## src/ras_pkg.sv

```systemverilog
package ras_pkg;

  // Core-side call/return report
  typedef struct packed {
    logic        call;
    logic        ret;
    logic [31:0] addr;
  } ras_event_t;

  typedef struct packed {
    logic full;
    logic empty;
    logic mismatch;
    logic ready;
    logic ena;
  } ras_status_t;

  // Register access, reads are combinational from addr
  typedef struct packed {
    logic        wr;
    logic [2:0]  addr;
    logic [31:0] wdata;
  } cfg_req_t;

  // Backing memory, byte address
  typedef struct packed {
    logic        rd;
    logic        wr;
    logic [31:0] addr;
    logic [31:0] wdata;
  } mem_req_t;

  typedef struct packed {
    logic        rdy;
    logic [31:0] rdata;
  } mem_rsp_t;

  localparam logic [2:0] cfg_ctrl_addr     = 3'd0;
  localparam logic [2:0] cfg_base_addr     = 3'd1;
  localparam logic [2:0] cfg_mismatch_addr = 3'd2;

endpackage

```

## src/ras_config_regs.sv

```systemverilog
`timescale 1ns/1ps

module ras_config_regs import ras_pkg::*; (
  input  logic        clk,
  input  logic        reset,
  input  cfg_req_t    cfg,
  input  logic        mismatch,
  output logic [31:0] cfg_rdata,
  output logic        ena,
  output logic [31:0] spill_base,
  output logic [31:0] mismatch_count
);

  logic wr_ctrl;
  logic wr_base;
  logic wr_mismatch;

  assign wr_ctrl     = cfg.wr && (cfg.addr == cfg_ctrl_addr);
  assign wr_base     = cfg.wr && (cfg.addr == cfg_base_addr);
  assign wr_mismatch = cfg.wr && (cfg.addr == cfg_mismatch_addr);

  always_ff @(posedge clk) begin
    if (reset) begin
      ena            <= 1'b0;
      spill_base     <= '0;
      mismatch_count <= '0;
    end else begin
      if (wr_ctrl) begin
        ena <= cfg.wdata[0];
      end
      if (wr_base) begin
        spill_base <= cfg.wdata;
      end
      // A write to the counter clears it, any data
      if (wr_mismatch) begin
        mismatch_count <= '0;
      end else if (mismatch) begin
        mismatch_count <= mismatch_count + 32'd1;
      end
    end
  end

  always_comb begin
    case (cfg.addr)
      cfg_ctrl_addr:     cfg_rdata = {31'd0, ena};
      cfg_base_addr:     cfg_rdata = spill_base;
      cfg_mismatch_addr: cfg_rdata = mismatch_count;
      default:           cfg_rdata = '0;
    endcase
  end

endmodule

```

## src/ras_spill_engine.sv

```systemverilog
`timescale 1ns/1ps

module ras_spill_engine import ras_pkg::*; #(
  parameter int depth       = 32,
  parameter int high_mark   = 24,
  parameter int low_mark    = 16,
  parameter int spill_words = 64
) (
  input  logic                       clk,
  input  logic                       reset,
  input  logic [$clog2(depth+1)-1:0] count,
  input  logic [31:0]                spill_base,
  input  ras_event_t                 evt,
  input  logic [31:0]                bottom_rdata,
  input  mem_rsp_t                   mem_rsp,
  output mem_req_t                   mem_req,
  output logic                       bottom_take,
  output logic                       bottom_put,
  output logic [31:0]                bottom_wdata,
  output logic                       spilled_any,
  output logic [15:0]                spill_count,
  output logic                       ready
);

  typedef enum logic [1:0] {
    st_idle,
    st_request,
    st_wait,
    st_commit
  } state_t;

  state_t      state;
  logic        fill_q;
  logic [31:0] addr_q;
  logic [31:0] data_q;
  logic        room;
  logic        go_spill;
  logic        go_fill;

  assign room        = (spill_count < 16'(spill_words));
  assign spilled_any = (spill_count != '0);

  // Start on the event edge itself so busy time stays at four cycles
  always_comb begin
    go_spill = 1'b0;
    go_fill  = 1'b0;
    if (evt.call) begin
      go_spill = room && (int'(count) + 1 >= high_mark);
    end else if (evt.ret) begin
      go_fill = spilled_any && (count != '0) && (int'(count) - 1 < low_mark);
    end else begin
      go_spill = room && (int'(count) >= high_mark);
      go_fill  = spilled_any && (int'(count) < low_mark);
    end
  end

  always_ff @(posedge clk) begin
    if (reset) begin
      state       <= st_idle;
      fill_q      <= 1'b0;
      spill_count <= '0;
    end else begin
      case (state)
        st_idle: begin
          if (go_spill || go_fill) begin
            state  <= st_request;
            fill_q <= !go_spill;
          end
        end
        st_request: state <= st_wait;
        st_wait: begin
          if (mem_rsp.rdy) begin
            state <= st_commit;
          end
        end
        st_commit: begin
          state <= st_idle;
          if (fill_q) begin
            spill_count <= spill_count - 16'd1;
          end else begin
            spill_count <= spill_count + 16'd1;
          end
        end
        default: state <= st_idle;
      endcase
    end
  end

  always_ff @(posedge clk) begin
    if (state == st_idle) begin
      addr_q <= spill_base +
                {14'd0, (go_spill ? spill_count : spill_count - 16'd1), 2'b00};
    end
    if (state == st_wait && mem_rsp.rdy) begin
      data_q <= mem_rsp.rdata;
    end
  end

  assign ready        = (state == st_idle);
  assign bottom_take  = (state == st_commit) && !fill_q;
  assign bottom_put   = (state == st_commit) && fill_q;
  assign bottom_wdata = data_q;

  // Stack is frozen while busy so the bottom word holds
  assign mem_req = '{rd:    (state == st_request) && fill_q,
                     wr:    (state == st_request) && !fill_q,
                     addr:  addr_q,
                     wdata: bottom_rdata};

  a_one_outstanding: assert property (@(posedge clk) disable iff (reset)
    (mem_req.rd || mem_req.wr) |=> !(mem_req.rd || mem_req.wr) ##1 mem_rsp.rdy)
    else $error("memory request overlapped or rdy not two cycles later");

  a_event_when_ready: assert property (@(posedge clk) disable iff (reset)
    !ready |-> !(evt.call || evt.ret))
    else $error("event while spill or fill busy");

endmodule

```

## src/ras_spill_mem.sv

```systemverilog
`timescale 1ns/1ps

module ras_spill_mem import ras_pkg::*; #(
  parameter int spill_words = 64
) (
  input  logic     clk,
  input  logic     reset,
  input  mem_req_t mem_req,
  output mem_rsp_t mem_rsp
);

  localparam int aw = (spill_words > 1) ? $clog2(spill_words) : 1;

  logic [31:0]   words [spill_words];
  logic [aw-1:0] index;
  // Two-stage delay line for rdy
  logic [1:0]    busy;
  logic [31:0]   rdata_s1;
  logic [31:0]   rdata_s2;

  assign index = mem_req.addr[aw+1:2];

  always_ff @(posedge clk) begin
    if (reset) begin
      busy <= '0;
    end else begin
      busy <= {busy[0], mem_req.rd | mem_req.wr};
    end
  end

  always_ff @(posedge clk) begin
    if (mem_req.wr) begin
      words[index] <= mem_req.wdata;
    end
    if (mem_req.rd) begin
      rdata_s1 <= words[index];
    end
    rdata_s2 <= rdata_s1;
  end

  assign mem_rsp = '{rdy: busy[1], rdata: rdata_s2};

endmodule

```

## src/ras_stack.sv

```systemverilog
`timescale 1ns/1ps

module ras_stack import ras_pkg::*; #(
  parameter int depth = 32
) (
  input  logic                       clk,
  input  logic                       reset,
  input  ras_event_t                 evt,
  input  logic                       ena,
  input  logic                       spilled_any,
  input  logic                       bottom_take,
  input  logic                       bottom_put,
  input  logic [31:0]                bottom_wdata,
  output logic [31:0]                bottom_rdata,
  output logic [$clog2(depth+1)-1:0] count,
  output logic                       full,
  output logic                       empty,
  output logic                       mismatch
);

  localparam int aw = (depth > 1) ? $clog2(depth) : 1;
  localparam int cw = $clog2(depth + 1);

  logic [31:0]   entries [depth];
  // top_ptr is the next free slot, bot_ptr the oldest entry
  logic [aw-1:0] top_ptr;
  logic [aw-1:0] bot_ptr;
  logic [aw-1:0] top_prev;
  logic [aw-1:0] bot_prev;
  logic          push;
  logic          pop;

  function automatic logic [aw-1:0] ptr_inc(input logic [aw-1:0] p);
    return (p == aw'(depth - 1)) ? '0 : p + 1'b1;
  endfunction

  function automatic logic [aw-1:0] ptr_dec(input logic [aw-1:0] p);
    return (p == '0) ? aw'(depth - 1) : p - 1'b1;
  endfunction

  assign top_prev     = ptr_dec(top_ptr);
  assign bot_prev     = ptr_dec(bot_ptr);
  assign bottom_rdata = entries[bot_ptr];
  assign full         = (count == cw'(depth));
  assign empty        = (count == '0);

  assign push = ena && evt.call;
  assign pop  = ena && evt.ret && !empty;

  always_ff @(posedge clk) begin
    if (reset) begin
      top_ptr  <= '0;
      bot_ptr  <= '0;
      count    <= '0;
      mismatch <= 1'b0;
    end else begin
      // Empty with nothing in memory counts as a miss
      mismatch <= ena && evt.ret &&
                  (empty ? !spilled_any : (entries[top_prev] != evt.addr));

      if (push) begin
        top_ptr <= ptr_inc(top_ptr);
      end else if (pop) begin
        top_ptr <= top_prev;
      end

      if (bottom_take) begin
        bot_ptr <= ptr_inc(bot_ptr);
      end else if (bottom_put) begin
        bot_ptr <= bot_prev;
      end

      if (push || bottom_put) begin
        count <= count + 1'b1;
      end else if (pop || bottom_take) begin
        count <= count - 1'b1;
      end
    end
  end

  always_ff @(posedge clk) begin
    if (push) begin
      entries[top_ptr] <= evt.addr;
    end else if (bottom_put) begin
      entries[bot_prev] <= bottom_wdata;
    end
  end

  // Source must respect ready and send one strobe at a time
  a_single_strobe: assert property (@(posedge clk) disable iff (reset)
    !(evt.call && evt.ret))
    else $error("call and ret raised together");

  // The spill engine must keep room on chip
  a_no_push_full: assert property (@(posedge clk) disable iff (reset)
    push |-> !full)
    else $error("push while stack full");

  a_bottom_excl: assert property (@(posedge clk) disable iff (reset)
    !(bottom_take && bottom_put))
    else $error("bottom take and put together");

endmodule

```

## src/ras_subsystem.sv

```systemverilog
`timescale 1ns/1ps

module ras_subsystem import ras_pkg::*; #(
  parameter int depth       = 32,
  parameter int high_mark   = 24,
  parameter int low_mark    = 16,
  parameter int spill_words = 64,
  parameter int scan_div    = 1000
) (
  input  logic        clk,
  input  logic        reset,
  input  ras_event_t  evt,
  input  cfg_req_t    cfg,
  output logic [31:0] cfg_rdata,
  output ras_status_t status,
  output logic [7:0]  an,
  output logic [6:0]  seg
);

  localparam int cw = $clog2(depth + 1);

  ras_event_t    evt_act;
  logic          ena;
  logic [31:0]   spill_base;
  logic [31:0]   mismatch_count;
  logic [31:0]   bottom_rdata;
  logic [31:0]   bottom_wdata;
  logic [31:0]   debug_word;
  logic [cw-1:0] count;
  logic          full;
  logic          empty;
  logic          mismatch;
  logic          ready;
  logic          spilled_any;
  logic          bottom_take;
  logic          bottom_put;
  logic [15:0]   spill_count;
  mem_req_t      mem_req;
  mem_rsp_t      mem_rsp;

  // Engine only sees events the stack will act on
  assign evt_act = '{call: evt.call & ena, ret: evt.ret & ena, addr: evt.addr};

  ras_config_regs config_regs_i (
    .clk, .reset, .cfg, .mismatch, .cfg_rdata, .ena, .spill_base, .mismatch_count
  );

  ras_stack #(.depth(depth)) stack_i (
    .clk, .reset, .evt, .ena, .spilled_any, .bottom_take, .bottom_put,
    .bottom_wdata, .bottom_rdata, .count, .full, .empty, .mismatch
  );

  ras_spill_engine #(
    .depth(depth), .high_mark(high_mark), .low_mark(low_mark), .spill_words(spill_words)
  ) spill_engine_i (
    .clk, .reset, .count, .spill_base, .evt(evt_act), .bottom_rdata, .mem_rsp, .mem_req,
    .bottom_take, .bottom_put, .bottom_wdata, .spilled_any, .spill_count, .ready
  );

  ras_spill_mem #(.spill_words(spill_words)) spill_mem_i (
    .clk, .reset, .mem_req, .mem_rsp
  );

  // Mismatch count over total call depth
  assign debug_word = {mismatch_count[15:0], 16'(count) + spill_count};

  seg7_scanner #(.scan_div(scan_div)) scanner_i (
    .clk, .reset, .value(debug_word), .an, .seg
  );

  assign status = '{full: full, empty: empty, mismatch: mismatch, ready: ready, ena: ena};

endmodule

```

## src/seg7_scanner.sv

```systemverilog
`timescale 1ns/1ps

module seg7_scanner #(
  parameter int scan_div = 1000
) (
  input  logic        clk,
  input  logic        reset,
  input  logic [31:0] value,
  output logic [7:0]  an,
  output logic [6:0]  seg
);

  localparam int pw = (scan_div > 1) ? $clog2(scan_div) : 1;

  logic [pw-1:0] prescale;
  logic          step;
  logic [2:0]    digit;
  logic [3:0]    nibble;

  assign step = (prescale == pw'(scan_div - 1));

  always_ff @(posedge clk) begin
    if (reset) begin
      prescale <= '0;
      digit    <= '0;
    end else if (step) begin
      prescale <= '0;
      digit    <= digit + 3'd1;
    end else begin
      prescale <= prescale + 1'b1;
    end
  end

  // One anode low at a time, digit 0 on an[0]
  assign an     = ~(8'd1 << digit);
  assign nibble = value[{digit, 2'b00} +: 4];

  // Active low, segment a in the msb
  always_comb begin
    case (nibble)
      4'h0:    seg = 7'b0000001;
      4'h1:    seg = 7'b1001111;
      4'h2:    seg = 7'b0010010;
      4'h3:    seg = 7'b0000110;
      4'h4:    seg = 7'b1001100;
      4'h5:    seg = 7'b0100100;
      4'h6:    seg = 7'b0100000;
      4'h7:    seg = 7'b0001111;
      4'h8:    seg = 7'b0000000;
      4'h9:    seg = 7'b0000100;
      4'ha:    seg = 7'b0001000;
      4'hb:    seg = 7'b1100000;
      4'hc:    seg = 7'b0110001;
      4'hd:    seg = 7'b1000010;
      4'he:    seg = 7'b0110000;
      4'hf:    seg = 7'b0111000;
      default: seg = 7'b1111111;
    endcase
  end

endmodule

```

## config.mk

```make
export PLATFORM = sky130hd
export DESIGN_NAME = ras_subsystem
export DESIGN_NICKNAME = d
export VERILOG_FILES = /design/src/ras_pkg.sv /design/src/ras_config_regs.sv /design/src/ras_spill_engine.sv /design/src/ras_spill_mem.sv /design/src/ras_stack.sv /design/src/ras_subsystem.sv /design/src/seg7_scanner.sv
export SDC_FILE = /design/constraint.sdc
export NUM_CORES = 2
export LEC_CHECK = 0
export BUFFER_PORTS_ARGS = -buffer_cell sky130_fd_sc_hd__buf_2
export CORE_AREA = 2 2 531 533
export DETAILED_ROUTE_END_ITERATION = 12
export DIE_AREA = 0 0 533 535
export HOLD_SLACK_MARGIN = 0.08
export PLACE_DENSITY = 0.61
export SLEW_MARGIN = 20
export SYNTH_ARGS = -nofsm -noshare
export SYNTH_HDL_FRONTEND = slang
export SYNTH_HIERARCHICAL = 1
export SYNTH_SLANG_ARGS = --single-unit
```

## constraint.sdc

```tcl
create_clock -name clk -period 6.9 [get_ports clk]
set_input_delay 0.69 -clock clk [delete_from_list [all_inputs] [get_ports clk]]
set_output_delay 0.69 -clock clk [all_outputs]
set_load 0.05 [all_outputs]
```

* After elaboration in Yosys (flattened, before gate mapping) *
Memory sizes are Yosys's and may differ from the RTL's. A register that Yosys moved wholly into a read port is not among the register bits.
Index checks and enable logic that the tools add are counted.

storage, ports and cells
  RAM bits = 3072
  ROM bits = 112
  input port bits = 72
  logic and storage cells = 129
  memories kept = 3
  bits in registers = 188
  bits in latches = 0

operators by class
  $lt $le $gt $ge = 5
  shifts and indexed selects = 2
  eq/ne operators = 12
  bitwise gates (word level) = 4
  div/mod/pow operators = 0
  mux-type cells = 33
  $add $sub $neg = 15
  reduce and logical (&&, ||, !) cells = 39
  multiply operators = 0

memories
  name               depth  bits a word  rd ports  clocked after memory_dff  write ports  line                 text
  spill_mem_i.words  64     32           1         1                         1            ras_spill_mem.sv:14  logic [31:0] words [spill_words];
  stack_i.entries    32     32           2         1                         1            ras_stack.sv:24      logic [31:0] entries [depth];
  (no name shown)    16     7            1         0                         0            seg7_scanner.sv:40   case (nibble)

operators by type and width
  cell                                                                            count
  32-bit case mux with 3 select lines                                             1
  5-bit two-way mux                                                               11
  32-bit by 1-bit adder with 32-bit output (second input constant)                1
  32-bit by 6-bit >= comparator with 1-bit output (second input constant)         1
  32-bit by 6-bit less-than comparator with 1-bit output (second input constant)  1
  32-bit two-way mux                                                              1
  32-bit != test                                                                  1
  32-bit OR reduction                                                             1
  32-bit by 6-bit variable part select with 4-bit output                          1
  6-bit two-way mux                                                               3
  1-bit logical AND                                                               17
  16-bit by 1-bit adder with 16-bit output (second input constant)                1
  6-bit by 16-bit adder with 16-bit output                                        1
  16-bit by 7-bit less-than comparator with 1-bit output (second input constant)  1
  16-bit two-way mux                                                              1
  16-bit nonzero test                                                             1
  16-bit by 1-bit subtractor with 16-bit output (second input constant)           1
  1-bit two-way mux                                                               13
  10-bit by 1-bit adder with 10-bit output (second input constant)                1
  5-bit by 1-bit adder with 5-bit output (second input constant)                  2
  10-bit equality test (second input constant)                                    1
  5-bit equality test (second input constant)                                     2
  5-bit logical NOT                                                               2
  5-bit by 1-bit subtractor with 5-bit output (second input constant)             2
  29 further kinds                                                                42

* Depth between registers and ports, before layout *
  word-level depth = 8
  mapped depth = 24
  gate-level depth less buffers = 13

* Modules after synthesis *
The synthesis kept the hierarchy.

modules (own cells, without submodules)
  module            cells each  seq. area each (um2)  times used  area each (um2)
  ras_spill_mem     4303        63140.6               1           79955.4
  ras_stack         2813        31189.9               1           49449.9
  ras_spill_engine  449         2302.2                1           4774.6
  ras_config_regs   375         1301.2                1           3029.2
  seg7_scanner      120         260.2                 1           1184.9
  ras_subsystem     74          0.0                   1           531.8

* Worst setup path after synthesis *
Ideal clock, no wire load.

  path kind = reg-to-output
  from = reg stack_i.count[0]
  to = out seg[4]
  buffers on the path = 0
  data required time = 6.210 ns
  cell stages (with the launch flop) = 12
  arrival time = 4.066 ns
  setup slack = 2.144 ns
  cell sequence = dfxtp_1 -> ha_1 -> fa_1 -> a211oi_1 -> o21bai_1 -> nand2_1 -> o311ai_0 -> mux4_1 -> mux2i_1 -> inv_1 -> ha_1 -> o31ai_1

between the ends
  cells in the longest elaborated chain, start to end = 3

RTL lines
  item                                                    line                 text
  start: declaration                                      ras_stack.sv:15      output logic [$clog2(depth+1)-1:0] count,
  start signal: assignment                                ras_stack.sv:74      count <= count + 1'b1;
  start signal: assignment                                ras_stack.sv:76      count <= count - 1'b1;
  6-bit by 16-bit adder with 16-bit output                ras_subsystem.sv:65  assign debug_word = {mismatch_count[15:0], 16'(count) + spill_count};
  net debug_word[8]                                       ras_subsystem.sv:28  logic [31:0] debug_word;
  32-bit by 6-bit variable part select with 4-bit output  seg7_scanner.sv:36   assign nibble = value[{digit, 2'b00} +: 4];
  memory 16 x 7 bit                                       n/a
  end: declaration                                        ras_subsystem.sv:17  output logic [6:0] seg

The timed path passes the listed nets, and every way through them passes these cells.

* Final worst setup path *
  from = reg stack_i.top_ptr[0]
  to = reg stack_i.mismatch

between the ends
  cells in the longest elaborated chain, start to end = 6

RTL lines
  item                                                                              line             text
  start: declaration                                                                ras_stack.sv:26  logic [aw-1:0] top_ptr;
  start signal: assignment                                                          ras_stack.sv:62  top_ptr <= ptr_inc(top_ptr);
  start signal: assignment                                                          ras_stack.sv:64  top_ptr <= top_prev;
  5-bit by 1-bit subtractor with 5-bit output or 5-bit logical NOT (tied branches)  ras_stack.sv:38  return (p == '0) ? aw'(depth - 1) : p - 1'b1;
  5-bit two-way mux (*)                                                             ras_stack.sv:38
  memory 32 x 32 bit (*)                                                            n/a
  32-bit != test (*)                                                                ras_stack.sv:59  (empty ? !spilled_any : (entries[top_prev] != evt.addr));
  1-bit two-way mux (*)                                                             ras_stack.sv:59
  1-bit logical AND (*)                                                             ras_stack.sv:58  mismatch <= ena && evt.ret &&
  end signal: assignment                                                            ras_stack.sv:58
  end: declaration                                                                  ras_stack.sv:18  output logic mismatch

Every way passes the cells marked *; elsewhere a longest branch is shown, timed or not.
A chain may end at the register's enable or synchronous reset.

==> results.ini <==
[outcome]
outcome = complete, no violations

[cts]
path_clk_slew_ns = 0.06
clk_latency_ns = 0.96
cts_root_buf = clkbuf_16
numCtsBuffers = 344
cts.sinks = 3295
cts_max_path_buffers = 4
cts_setup_buffers = 0
cts_max_level = 5
cts_tree = yes

[min_path]
hold_class = primary input to register

[drt]
vias = 82100
routed_wl_mm = 431
dr.pass1.iters = 6
viasPerCell = 6.73
avgRoutedWirePerCell_um = 35.4
drt_iter0_drc = 12200
drc = 0
antenna_left = 0

[sta]
fin_crit_sh = 0.862
hold_viol_final = 0
rsz0062_at_grt = no
finalMaxSlewViolations = 0
skew_ns = 0.101
finalSetupViolCount = 0
period_needed_ns = 5.95
whs_ns = 0.186
slew_headroom = 0.0696
timing.fmax_mhz = 168
tightest_slew_ns = 1.39
timing.setup.tns_ns = 0

[critical_path]
cp-end-kind = register
worstSetupEndpoint = stack_i/mismatch$_SDFF_PP0_
worstReg2RegStart = stack_i/top_ptr[0]$_SDFFE_PP0P_
worstPathRequired_ns = 7.70
regToRegEndpoint = stack_i/mismatch$_SDFF_PP0_
crit_start = stack_i/top_ptr[0]$_SDFFE_PP0P_
cp.arrival_ns = 6.74
startpoint_type = register
criticalPathCategory = register to register
r2r_slack_ns = 0.95
path_max_fanout = 56
r2r_cells = 16

[grt]
antenna_found_initial = 34
grt_pass1_wl_mm = 604
grt-ovfl-total = 0
grt_max_degree = 98
grt_usage = 0.297
grt_pass1_vias = 79600

[power_and_ir_drop]
seq_power_share = 0.505
p_per_area_mw_per_mm2 = 281
p_leak_uw = 0.0511
swShare = 0.234
pwr-share-comb = 0.075
vdd_drop_max_v = 0.000211
internal_power_uw = 33200
p_sw_uw = 10100
clkPwrFrac = 0.420

[placed_design]
port_buffers = 123
place_congestion = 0.897
dp_hpwl_mm = 248

[finish]
n_fill_cell = 21400
fin_nets = 8279
syn_to_final_growth_pct = 12.5
layout-drive-gt1-share = 0.202

[flow_run]
cap_violations = 0

[logic_synthesis]
yosysWarnings = 6
synth_cells = 7958
syn-num-nets = 8076
netlist_area_mm2 = 0.137
syn_avg_cell_area_um2 = 17.2

[floorplan]
coreArea_mm2 = 0.279
dieArea_mm2 = 0.285
pin_count = 124
fp-row-count = 194
die_x_um = 533
start_util = 0.492
die_h_um = 535

[registers in the layout (all words and copies together), names as in the netlist, named ones only]
name and count:
config_regs_i/ena 1, config_regs_i/mismatch_count 32, config_regs_i/spill_base 32, scanner_i/digit 3
scanner_i/prescale 10, spill_engine_i/addr_q 6, spill_engine_i/bottom_wdata 32, spill_engine_i/fill_q 1
spill_engine_i/spill_count 16, spill_engine_i/state 2, spill_mem_i/busy 2, spill_mem_i/rdata_s1 32
spill_mem_i/rdata_s2 32, spill_mem_i/words 2048, stack_i/bot_ptr 5, stack_i/count 6
stack_i/entries 1024, stack_i/mismatch 1, stack_i/top_ptr 5
[power groups by stage]
stage	Sequential, µW	Clock [µW]	Combinational, µW
floorplan	22300	0	1820
global placement	22300	0	3130
detailed placement	22300	0	3160
CTS	21900	18400	3180
global route	21900	19200	3360
finish	21900	18200	3260
[cell usage in the layout (no fill, tap or decap), drive strengths merged, types with 97 or more instances in the layout]
cell type,count
edfxtp,3142
mux4,578
nand2,529
clkbuf,464
buf,414
mux2i,357
nor2,314
a21oi,298
a221oi,241
a22oi,192
o22ai,174
o21ai,169
dfxtp,153
a22o,152
nand3,116
clkinv,110
mux2,97
[worst min-delay path by stage]
stage | to | cells after the start | slack [ns] | from
detailed placement | spill_mem_i/rdata_s2[26]$_DFF_P_ | 0 | 0.33 | spill_mem_i/rdata_s1[26]$_DFFE_PP_
global route | config_regs_i/spill_base[9]$_SDFFE_PP0P_ | 2 | 0.16 | reset
global placement | spill_mem_i/rdata_s2[15]$_DFF_P_ | 0 | 0.33 | spill_mem_i/rdata_s1[15]$_DFFE_PP_
CTS | config_regs_i/ena$_SDFFE_PP0P_ | 2 | 0.11 | reset
floorplan | spill_mem_i/rdata_s2[0]$_DFF_P_ | 0 | 0.32 | spill_mem_i/rdata_s1[0]$_DFFE_PP_
finish | config_regs_i/ena$_SDFFE_PP0P_ | 4 | 0.19 | cfg[33]
[timing repair]
item	CTS	global route
endpoints found under the hold margin	33	0
hold buffers	32	0
gates resized for setup	0	0
[metrics by stage]
step / cell area [µm²] / worst slack [ns] / utilization / instances / total power (µW)
4_1_cts: 154000 / 1.05 / 0.553 / 12200 / 43500
6_report: 154000 / 0.952 / 0.553 / 12200 / 43300
2_1_floorplan: 137000 / 2.14 / - / 7958 / 24100
3_5_place_dp: 143000 / 1.13 / 0.512 / 11500 / 25500
3_3_place_gp: 143000 / 1.15 / 0.512 / 11500 / 25400
5_1_grt: 154000 / 0.742 / 0.553 / 12200 / 44400
[routing by layer]
layer / vias to the layer above / global-route usage / part of all wire
met5: - / 0 / 0.000063
li1: 33100 / - / -
met3: 947 / 0.0649 / 0.11
met1: 42800 / 0.412 / 0.39
met4: 4 / 0.125 / 0.048
met2: 5176 / 0.456 / 0.46
[critical path: stages, from the launching register on]
cell and delay (ns):
dfxtp_1 0.31, buf_4 0.31, inv_1 0.14, ha_4 0.85, inv_6 0.46, a21oi_4 0.41, buf_4 0.51, a221oi_1 0.17
o21ai_0 0.16, nand3_1 0.13, xnor2_1 0.15, a211oi_2 0.49, nand4_1 0.29, or4_1 0.46, nor4_1 0.52, buf_4 0.22
a31oi_1 0.08
[final cells by class]
class                   count  area, µm²  area share
diodes                     42        105    0.000681
clock buffers             464       9300      0.0602
clock inverters           150       1670      0.0108
inverters                  44        173     0.00112
multi-input cells        4030      37500       0.243
flip-flops and latches   3295      97400       0.631
well taps                3724       4660      0.0302
repair buffers            446       3570      0.0231
Note: power is estimated with default switching activity, not from simulation.
